===== src/hdl/tagShim_settings.svh =====
/*
 * Build settings for the read-request tagging shim
 * Heap depth, full threshold, response channel count and field widths
 */

`ifndef TAGSHIM_SETTINGS_SVH
`define TAGSHIM_SETTINGS_SVH

// Heap slots, one per outstanding memory read
`define TAG_HEAP_ENTRIES 16
// Free slots kept ahead of the pointer before reqReady drops
`define TAG_MIN_FREE 2
// Memory response channels, also heap read/free ports
`define NUM_RSP_CHANNELS 2

// Field widths
`define ADDR_BITS 32
`define DATA_BITS 32
`define USER_TAG_BITS 12
`define TAG_IDX_BITS $clog2(`TAG_HEAP_ENTRIES)

`endif


===== src/hdl/tagShimPkg.sv =====
/*
 * Shared types of the read-request tagging shim
 * Client request/response, heap metadata and memory-side request/response
 */

`include "tagShim_settings.svh"

package tagShimPkg;

    // Heap slot index, also used as the memory tag
    typedef logic [`TAG_IDX_BITS-1:0] tagIdx_t;

    // Client read request
    typedef struct packed {
        logic [`USER_TAG_BITS-1:0] userTag;
        logic [`ADDR_BITS-1:0]     addr;
    } clientReq_t;

    // Per-slot metadata held in the heap until the response returns
    typedef struct packed {
        logic [`USER_TAG_BITS-1:0] userTag;
        logic [`ADDR_BITS-1:0]     addr;
    } reqMeta_t;

    // Request toward memory, tagged with the heap index
    typedef struct packed {
        tagIdx_t               tag;
        logic [`ADDR_BITS-1:0] addr;
    } memReq_t;

    // Response from memory on one channel
    typedef struct packed {
        tagIdx_t               tag;
        logic [`DATA_BITS-1:0] data;
    } memRsp_t;

    // Response back to the client, metadata rejoined with read data
    typedef struct packed {
        logic [`USER_TAG_BITS-1:0] userTag;
        logic [`ADDR_BITS-1:0]     addr;
        logic [`DATA_BITS-1:0]     data;
    } clientRsp_t;

endpackage


===== src/hdl/memTagShim.sv =====
/*
 * Top level of the read-request tagging shim
 * Tagger, shared heap and one response matcher per memory channel
 */

`timescale 1ns/1ns

`include "tagShim_settings.svh"

module memTagShim
    import tagShimPkg::*;
(
    input  logic       clk,
    input  logic       reset_n,

    // Client request side
    input  logic       reqValid,
    input  clientReq_t req,
    output logic       reqReady,

    // Memory request side
    output logic       memReqValid,
    output memReq_t    memReq,

    // Memory response channels
    input  logic       memRspValid [`NUM_RSP_CHANNELS],
    input  memRsp_t    memRsp [`NUM_RSP_CHANNELS],

    // Client response channels, same numbering as memory
    output logic       rspValid [`NUM_RSP_CHANNELS],
    output clientRsp_t rsp [`NUM_RSP_CHANNELS]
);

    // Allocation side of the heap
    logic     heapEnq;
    reqMeta_t heapEnqData;
    logic     heapNotFull;
    tagIdx_t  heapAllocIdx;

    // Read and free side, one entry per channel
    tagIdx_t  heapReadReq [`NUM_RSP_CHANNELS];
    reqMeta_t heapReadRsp [`NUM_RSP_CHANNELS];
    logic     heapFree [`NUM_RSP_CHANNELS];
    tagIdx_t  heapFreeIdx [`NUM_RSP_CHANNELS];

    reqTagger tagger
    (
        .clk,
        .reset_n,
        .reqValid,
        .req,
        .reqReady,
        .heapNotFull(heapNotFull),
        .allocIdx(heapAllocIdx),
        .enq(heapEnq),
        .enqMeta(heapEnqData),
        .memReqValid,
        .memReq
    );

    tagHeap
    #(
        .N_ENTRIES(`TAG_HEAP_ENTRIES),
        .N_DATA_BITS($bits(reqMeta_t)),
        .N_READ_PORTS(`NUM_RSP_CHANNELS),
        .MIN_FREE_SLOTS(`TAG_MIN_FREE)
    )
    heap
    (
        .clk,
        .reset_n,
        .enq(heapEnq),
        .enqData(heapEnqData),
        .notFull(heapNotFull),
        .allocIdx(heapAllocIdx),
        .readReq(heapReadReq),
        .readRsp(heapReadRsp),
        .free(heapFree),
        .freeIdx(heapFreeIdx)
    );

    // One matcher per response channel
    for (genvar c = 0; c < `NUM_RSP_CHANNELS; c++)
    begin : gMatch
        rspMatcher matcher
        (
            .clk,
            .reset_n,
            .memRspValid(memRspValid[c]),
            .memRsp(memRsp[c]),
            .readReq(heapReadReq[c]),
            .readMeta(heapReadRsp[c]),
            .free(heapFree[c]),
            .freeIdx(heapFreeIdx[c]),
            .rspValid(rspValid[c]),
            .rsp(rsp[c])
        );
    end

endmodule


===== src/hdl/reqTagger.sv =====
/*
 * Client request tagger
 * Claims a heap slot per request and issues the tagged memory read
 */

`timescale 1ns/1ns

module reqTagger
    import tagShimPkg::*;
(
    input  logic       clk,
    input  logic       reset_n,

    // Client request strobe
    input  logic       reqValid,
    input  clientReq_t req,
    output logic       reqReady,

    // Heap allocation side
    input  logic       heapNotFull,
    input  tagIdx_t    allocIdx,
    output logic       enq,
    output reqMeta_t   enqMeta,

    // Tagged request toward memory
    output logic       memReqValid,
    output memReq_t    memReq
);

    // Client may strobe only while the heap keeps its free window
    assign reqReady = heapNotFull;

    // Every accepted request claims the slot under the pointer
    assign enq = reqValid;

    always_comb
    begin
        enqMeta.userTag = req.userTag;
        enqMeta.addr = req.addr;
    end

    // ========================================================================
    // Memory request, issued the cycle after the strobe
    // ========================================================================

    always_ff @(posedge clk)
    begin
        if (!reset_n)
        begin
            memReqValid <= 1'b0;
        end
        else
        begin
            memReqValid <= reqValid;
        end
    end

    // Slot index becomes the memory tag
    always_ff @(posedge clk)
    begin
        if (reqValid)
        begin
            memReq.tag <= allocIdx;
            memReq.addr <= req.addr;
        end
    end

    // Client strobed without seeing reqReady
    reqWhileFull: assert property (@(posedge clk) disable iff (!reset_n)
        reqValid |-> heapNotFull);

endmodule


===== src/hdl/rspMatcher.sv =====
/*
 * Response matcher for one memory response channel
 * Looks up the heap by memory tag, rebuilds the client response
 * and releases the slot
 */

`timescale 1ns/1ns

module rspMatcher
    import tagShimPkg::*;
(
    input  logic       clk,
    input  logic       reset_n,

    // Memory response on this channel
    input  logic       memRspValid,
    input  memRsp_t    memRsp,

    // Heap read port, metadata one cycle after readReq
    output tagIdx_t    readReq,
    input  reqMeta_t   readMeta,

    // Heap free port
    output logic       free,
    output tagIdx_t    freeIdx,

    // Client response on this channel
    output logic       rspValid,
    output clientRsp_t rsp
);

    // Response held for the heap read cycle
    logic    rspValidQ;
    tagIdx_t tagQ;
    logic [$bits(memRsp.data)-1:0] dataQ;

    // Tag addresses the heap directly, lookup overlaps the holding cycle
    assign readReq = memRsp.tag;

    // ========================================================================
    // One-cycle hold
    // ========================================================================

    always_ff @(posedge clk)
    begin
        if (!reset_n)
        begin
            rspValidQ <= 1'b0;
        end
        else
        begin
            rspValidQ <= memRspValid;
        end
    end

    always_ff @(posedge clk)
    begin
        if (memRspValid)
        begin
            tagQ <= memRsp.tag;
            dataQ <= memRsp.data;
        end
    end

    // ========================================================================
    // Client response and slot release
    // ========================================================================

    assign rspValid = rspValidQ;

    // Slot reusable from the cycle after the response leaves
    assign free = rspValidQ;
    assign freeIdx = tagQ;

    always_comb
    begin
        rsp.userTag = readMeta.userTag;
        rsp.addr = readMeta.addr;
        rsp.data = dataQ;
    end

endmodule


===== src/hdl/tagHeap.sv =====
/*
 * Round-robin heap with a single allocation port
 * Per-read-port replicated data memories, one-cycle reads
 * Per-port free of slots, early full with a minimum free window
 */

`timescale 1ns/1ns

module tagHeap
#(
    parameter int N_ENTRIES = 16,
    parameter int N_DATA_BITS = 44,
    parameter int N_READ_PORTS = 2,
    // Slots ahead of the pointer that must be free for notFull
    parameter int MIN_FREE_SLOTS = 2,
    localparam int IDX_BITS = $clog2(N_ENTRIES)
)
(
    input  logic clk,
    input  logic reset_n,

    // Allocation port, data written into the slot under allocIdx
    input  logic                   enq,
    input  logic [N_DATA_BITS-1:0] enqData,
    output logic                   notFull,
    output logic [IDX_BITS-1:0]    allocIdx,

    // Read ports, data returned one cycle after the index
    input  logic [IDX_BITS-1:0]    readReq [N_READ_PORTS],
    output logic [N_DATA_BITS-1:0] readRsp [N_READ_PORTS],

    // Free ports, one per read port
    input  logic                   free [N_READ_PORTS],
    input  logic [IDX_BITS-1:0]    freeIdx [N_READ_PORTS]
);

    // One bit per slot, set while the slot is available
    logic [N_ENTRIES-1:0] slotFree;

    // Round-robin allocation pointer
    logic [IDX_BITS-1:0] allocPtr;

    // Low slot bits appended above the top so the window never wraps
    logic [N_ENTRIES+MIN_FREE_SLOTS-1:0] wrapFree;

    // ========================================================================
    // Allocation
    // ========================================================================

    assign allocIdx = allocPtr;
    assign wrapFree = {slotFree[MIN_FREE_SLOTS-1:0], slotFree};

    // Full is declared early, when any slot of the window is still busy
    assign notFull = &wrapFree[allocPtr +: MIN_FREE_SLOTS];

    always_ff @(posedge clk)
    begin
        if (!reset_n)
        begin
            allocPtr <= '0;
        end
        else if (enq)
        begin
            // Step to the next slot, wrapping at the last entry
            allocPtr <= (allocPtr == IDX_BITS'(N_ENTRIES - 1)) ?
                        '0 : allocPtr + 1'b1;
        end
    end

    // Busy tracking, enq claims and each port may release
    always_ff @(posedge clk)
    begin
        if (!reset_n)
        begin
            slotFree <= '1;
        end
        else
        begin
            if (enq)
            begin
                slotFree[allocPtr] <= 1'b0;
            end
            for (int i = 0; i < N_READ_PORTS; i++)
            begin
                if (free[i])
                begin
                    slotFree[freeIdx[i]] <= 1'b1;
                end
            end
        end
    end

    // ========================================================================
    // Data memories, one copy per read port
    // ========================================================================

    for (genvar p = 0; p < N_READ_PORTS; p++)
    begin : gMem
        logic [N_DATA_BITS-1:0] mem [N_ENTRIES];

        always_ff @(posedge clk)
        begin
            // Registered read, valid in the following cycle
            readRsp[p] <= mem[readReq[p]];
            if (enq)
            begin
                mem[allocPtr] <= enqData;
            end
        end
    end

    // ========================================================================
    // Checks
    // ========================================================================

    // Requester must respect notFull, so the pointer slot is never busy
    enqIntoFreeSlot: assert property (@(posedge clk) disable iff (!reset_n)
        enq |-> slotFree[allocPtr]);

    for (genvar p = 0; p < N_READ_PORTS; p++)
    begin : gFreeCheck
        // A slot is released only once per allocation
        freeOfBusySlot: assert property (@(posedge clk) disable iff (!reset_n)
            free[p] |-> !slotFree[freeIdx[p]]);

        // Two channels never release the same slot together
        for (genvar q = p + 1; q < N_READ_PORTS; q++)
        begin : gPair
            distinctFree: assert property (@(posedge clk) disable iff (!reset_n)
                (free[p] && free[q]) |-> (freeIdx[p] != freeIdx[q]));
        end
    end

endmodule


===== config.mk =====
export PLATFORM = sky130hd
export DESIGN_NAME = memTagShim
export DESIGN_NICKNAME = d
export VERILOG_FILES = /design/src/hdl/tagShimPkg.sv /design/src/hdl/memTagShim.sv /design/src/hdl/reqTagger.sv /design/src/hdl/rspMatcher.sv /design/src/hdl/tagHeap.sv
export VERILOG_INCLUDE_DIRS = /design/src /design/src/hdl
export SDC_FILE = /design/constraint.sdc
export NUM_CORES = 1
export LEC_CHECK = 0
export BUFFER_PORTS_ARGS = -buffer_cell sky130_fd_sc_hd__buf_2
export CORE_MARGIN = 4
export CORE_UTILIZATION = 60
export CTS_CLUSTER_DIAMETER = 80
export DETAILED_ROUTE_END_ITERATION = 10
export HOLD_SLACK_MARGIN = 0.15
export MAX_ROUTING_LAYER = met4
export PLACE_DENSITY = 0.82
export SYNTH_ARGS = -nofsm -noshare
export SYNTH_HDL_FRONTEND = slang
export SYNTH_SLANG_ARGS = --single-unit

===== constraint.sdc =====
create_clock -name clk -period 3.2 [get_ports clk]
set_input_delay 0.32 -clock clk [delete_from_list [all_inputs] [get_ports clk]]
set_output_delay 0.32 -clock clk [all_outputs]
set_load 0.03 [all_outputs]

==> metrics.md <==
| Metric | Value |
|---|---|
| Uppermost routed layer | `met4` |
| Drt wl/cell | `34.1 um` |
| Post-Syn Area per Cell | `24.0 um2` |
| Pleak | `15.3 nW` |
| PortBufs | `312` |
| Die ar. | `67900 um2` |
| Setup tns final | `0 ps` |
| Critical Path Sink Type | `output pin` |
| Asr flop ratio synth | `0` |
| DP Area | `41000 um2` |
| Vias/cell | `6.92` |
| Gr ovfl total | `0` |
| Worst Tran Pin Value | `904 ps` |
| Num rows | `92` |
| Critical path required time | `2880 ps` |
| Nets@finish | `2186` |
| Period utilization | `0.963` |
| Detailed Route WL | `102000 um` |
| Reg clk slew, reported paths | `60 ps` |
| Critical path arrival | `2760 ps` |
| Post-synth EDFFs | `812` |
| CTS Root Cell | `clkbuf_16` |
| PD cells | `605 nW/um2` |
| Initial antenna violation count | `6` |
| Largest net degree at the start of global routing | `60` |
| Post-Syn Instances | `1599` |
| Max cap viols | `0` |
| Antenna Nets Post-Route | `0` |
| First drt pass iteration count | `5` |
| Hold_ws | `234 ps` |
| Synth cell types | `35` |
| CP Class | `reg2out` |
| Initial Util | `0.607` |
| Die height | `261 um` |
| Vias | `20700` |
| Routability cong. | `0.851` |
| Post_cts resized | `0` |
| Register area share after synthesis | `0.695` |
| Yosys top cell area share | `0.637` |
| Htree depth | `3` |
| Final period demand of the worst path | `3080 ps` |
| Post-route cell area | `45200 um2` |
| Share of cells above drive strength 1 | `0.442` |
| CTS Buffer Depth | `3` |
| Final Non-Filler Cells | `2987` |
| M1 WL | `33900 um` |
| CP max-delay cell | `dfxtp_1` |
| Synth warn | `0` |
| Hold Crit Class | `in2reg` |
| Placed cells | `2702` |
| Final Hold Viols | `0` |
| Total GRT Usage | `0.317` |
| Remaining DRCs | `0` |
| First-pass GRT wire length | `150000 um` |
| Skew final | `22.4 ps` |
| Number of global-route vias before repair | `22000` |
| Crit path max fanout | `15` |
| Endpoints failing setup | `0` |
| CP cell instances | `mux4_2 > a22oi_1 > and3_1 > a31oi_1 > buf_2` |
| Crit path launch type | `register` |
| Cell taking the most area after synthesis | `edfxtp_1` |
| Post-synth net total | `1724` |
| Iteration-0 DRC Markers | `3001` |
| Clock Latency Late Sink | `650 ps` |
| TritonCTS clock tree | `built` |
| Cell Area, Synth | `38300 um2` |
| CTS Buf Count | `91` |
| Status | `complete, no violations` |
| CP max stage delay | `810 ps` |
| Fin. max-slew vios | `0` |
| Fin util | `0.716` |
| Relative slew slack | `0.397` |
| Area growth syn-to-layout | `18.0%` |
| FMAX | `325 MHz` |
| I/O pin cnt | `313` |
| Post-detail-place hpwl | `54000 um` |
| Placeable Area | `63100 um2` |
| Final worst setup slack | `119 ps` |
| Unrepaired setup endpoints after global routing | `no` |
| DR WL met3 | `10300 um` |
| Ys flop type | `edfxtp_1` |
| Total Power | `27.3 mW` |
| Top post-synthesis cells by area | `edfxtp_1 (64%), mux4_2 (25%), dfxtp_1 (5.8%), mux4_1 (1.6%), buf_6 (0.71%)` |
| Met2 WL | `53700 um` |
| VDD IR max | `0.000556 V` |
| CTS Sinks | `923` |
| Yosys reg bits | `923` |
| Setup Slack @ Placement | `780 ps` |
| Die Wd | `261 um` |
-- power breakdown --
part | leakage (nW) | internal [mW] | switching (mW)
Combinational | 5.44 | 1.02 | 1.44
Sequential | 8.35 | 13.5 | 0.194
Clock | 1.52 | 6.60 | 4.61
-- critical path: cells and delay by family (launching register included) --
| kind | cells | cell delay (ps) |
|---|---|---|
| mux | 1 | 600 |
| simple gates | 1 | 180 |
| flops | 1 | 810 |
| buf+inv | 1 | 220 |
| compound gates | 2 | 300 |
-- registers in the layout (all words and copies together), names as in the netlist --
register	cells
heap.gMem.mem	704
heap.readRsp	88
gMatch.matcher.dataQ	64
tagger.memReq	36
heap.slotFree	16
gMatch.matcher.freeIdx	8
heap.allocIdx	4
gMatch.matcher.free	2
tagger.memReqValid	1
-- cell usage in the layout (no fill, tap or decap), types with 3 or more instances in the layout --
| cell | instances |
|---|---|
| mux4_1 | 24 |
| nor2b_1 | 5 |
| mux4_2 | 424 |
| o21ai_0 | 6 |
| o211ai_1 | 9 |
| dfxtp_1 | 111 |
| dlygate4sd3_1 | 112 |
| and2_1 | 3 |
| a32oi_1 | 6 |
| clkbuf_16 | 93 |
| nand3_1 | 4 |
| clkinv_1 | 10 |
| buf_4 | 26 |
| diode_2 | 5 |
| buf_12 | 30 |
| buf_2 | 306 |
| clkinv_2 | 21 |
| nor3b_1 | 3 |
| inv_1 | 18 |
| bufinv_16 | 14 |
| a22oi_1 | 5 |
| clkbuf_8 | 6 |
| a221oi_1 | 6 |
| ha_1 | 4 |
| clkbuf_1 | 19 |
| edfxtp_1 | 812 |
| and3_1 | 4 |
| nor2_1 | 10 |
| nand2_1 | 8 |
| and2_2 | 15 |
-- final cells by class --
type / instances / area (um2)
Antenna cell: 5 / 12.5
Clock buffer: 118 / 2480
Clock inverter: 50 / 607
Fill cell: 3514 / 17900
Inverter: 19 / 71.3
Multi-Input combinational cell: 548 / 10900
Sequential cell: 923 / 26600
Tap cell: 846 / 1060
Timing Repair Buffer: 478 / 3500
-- Yosys cell counts, types with 2 or more instances --
master	number
a31oi_1	2
a22oi_1	5
nor2_1	10
buf_12	10
nor2b_1	5
buf_4	2
nor3b_1	3
mux4_1	24
buf_6	24
and3_1	4
nand3b_1	2
mux4_2	424
clkbuf_1	35
a221oi_1	6
a32oi_1	6
inv_1	19
buf_2	14
ha_1	4
nand3_1	4
dfxtp_1	111
nand2_1	8
buf_1	23
edfxtp_1	812
o21ai_0	6
o211ai_1	9
and2_1	18
-- logic make-up after synthesis --
logic type                 count (synthesis)  synth area share
DFF                                      923             0.695
xor gates and xnor gates                   2          0.000457
muxes                                    449             0.266
buffers and inverters                    128            0.0222
adders and majority gates                  4           0.00131
AOI/OAI and AO/OA                         37           0.00722
and+or+nand+nor                           56           0.00804
-- timing repair --
action                    4_1_cts  5_1_grt
buffers inserted                0        0
hold endpoints to repair      815        0
hold buffers                  112        0
-- final timing paths --
kind | startpoint | end | slack (ps) | cells after the start
min reg2reg | heap.slotFree[9] | heap.slotFree[9] | 500 | 2
max | heap.allocIdx[0] | reqReady | 120 | 5
max reg2reg | heap.allocIdx[0] | heap.gMem[1].mem[8][19] | 730 | 4
min | memRsp[33] | gMatch[1].matcher.freeIdx[1] | 230 | 1
-- layer usage --
| metal | vias up | global-route usage |
|---|---|---|
| met4 | 0 | 0.113 |
| met1 | 10800 | 0.401 |
| met5 | - | - |
| met3 | 295 | 0.0544 |
| li1 | 7996 | - |
| met2 | 1562 | 0.528 |
Note: power is estimated with default switching activity, not from simulation.
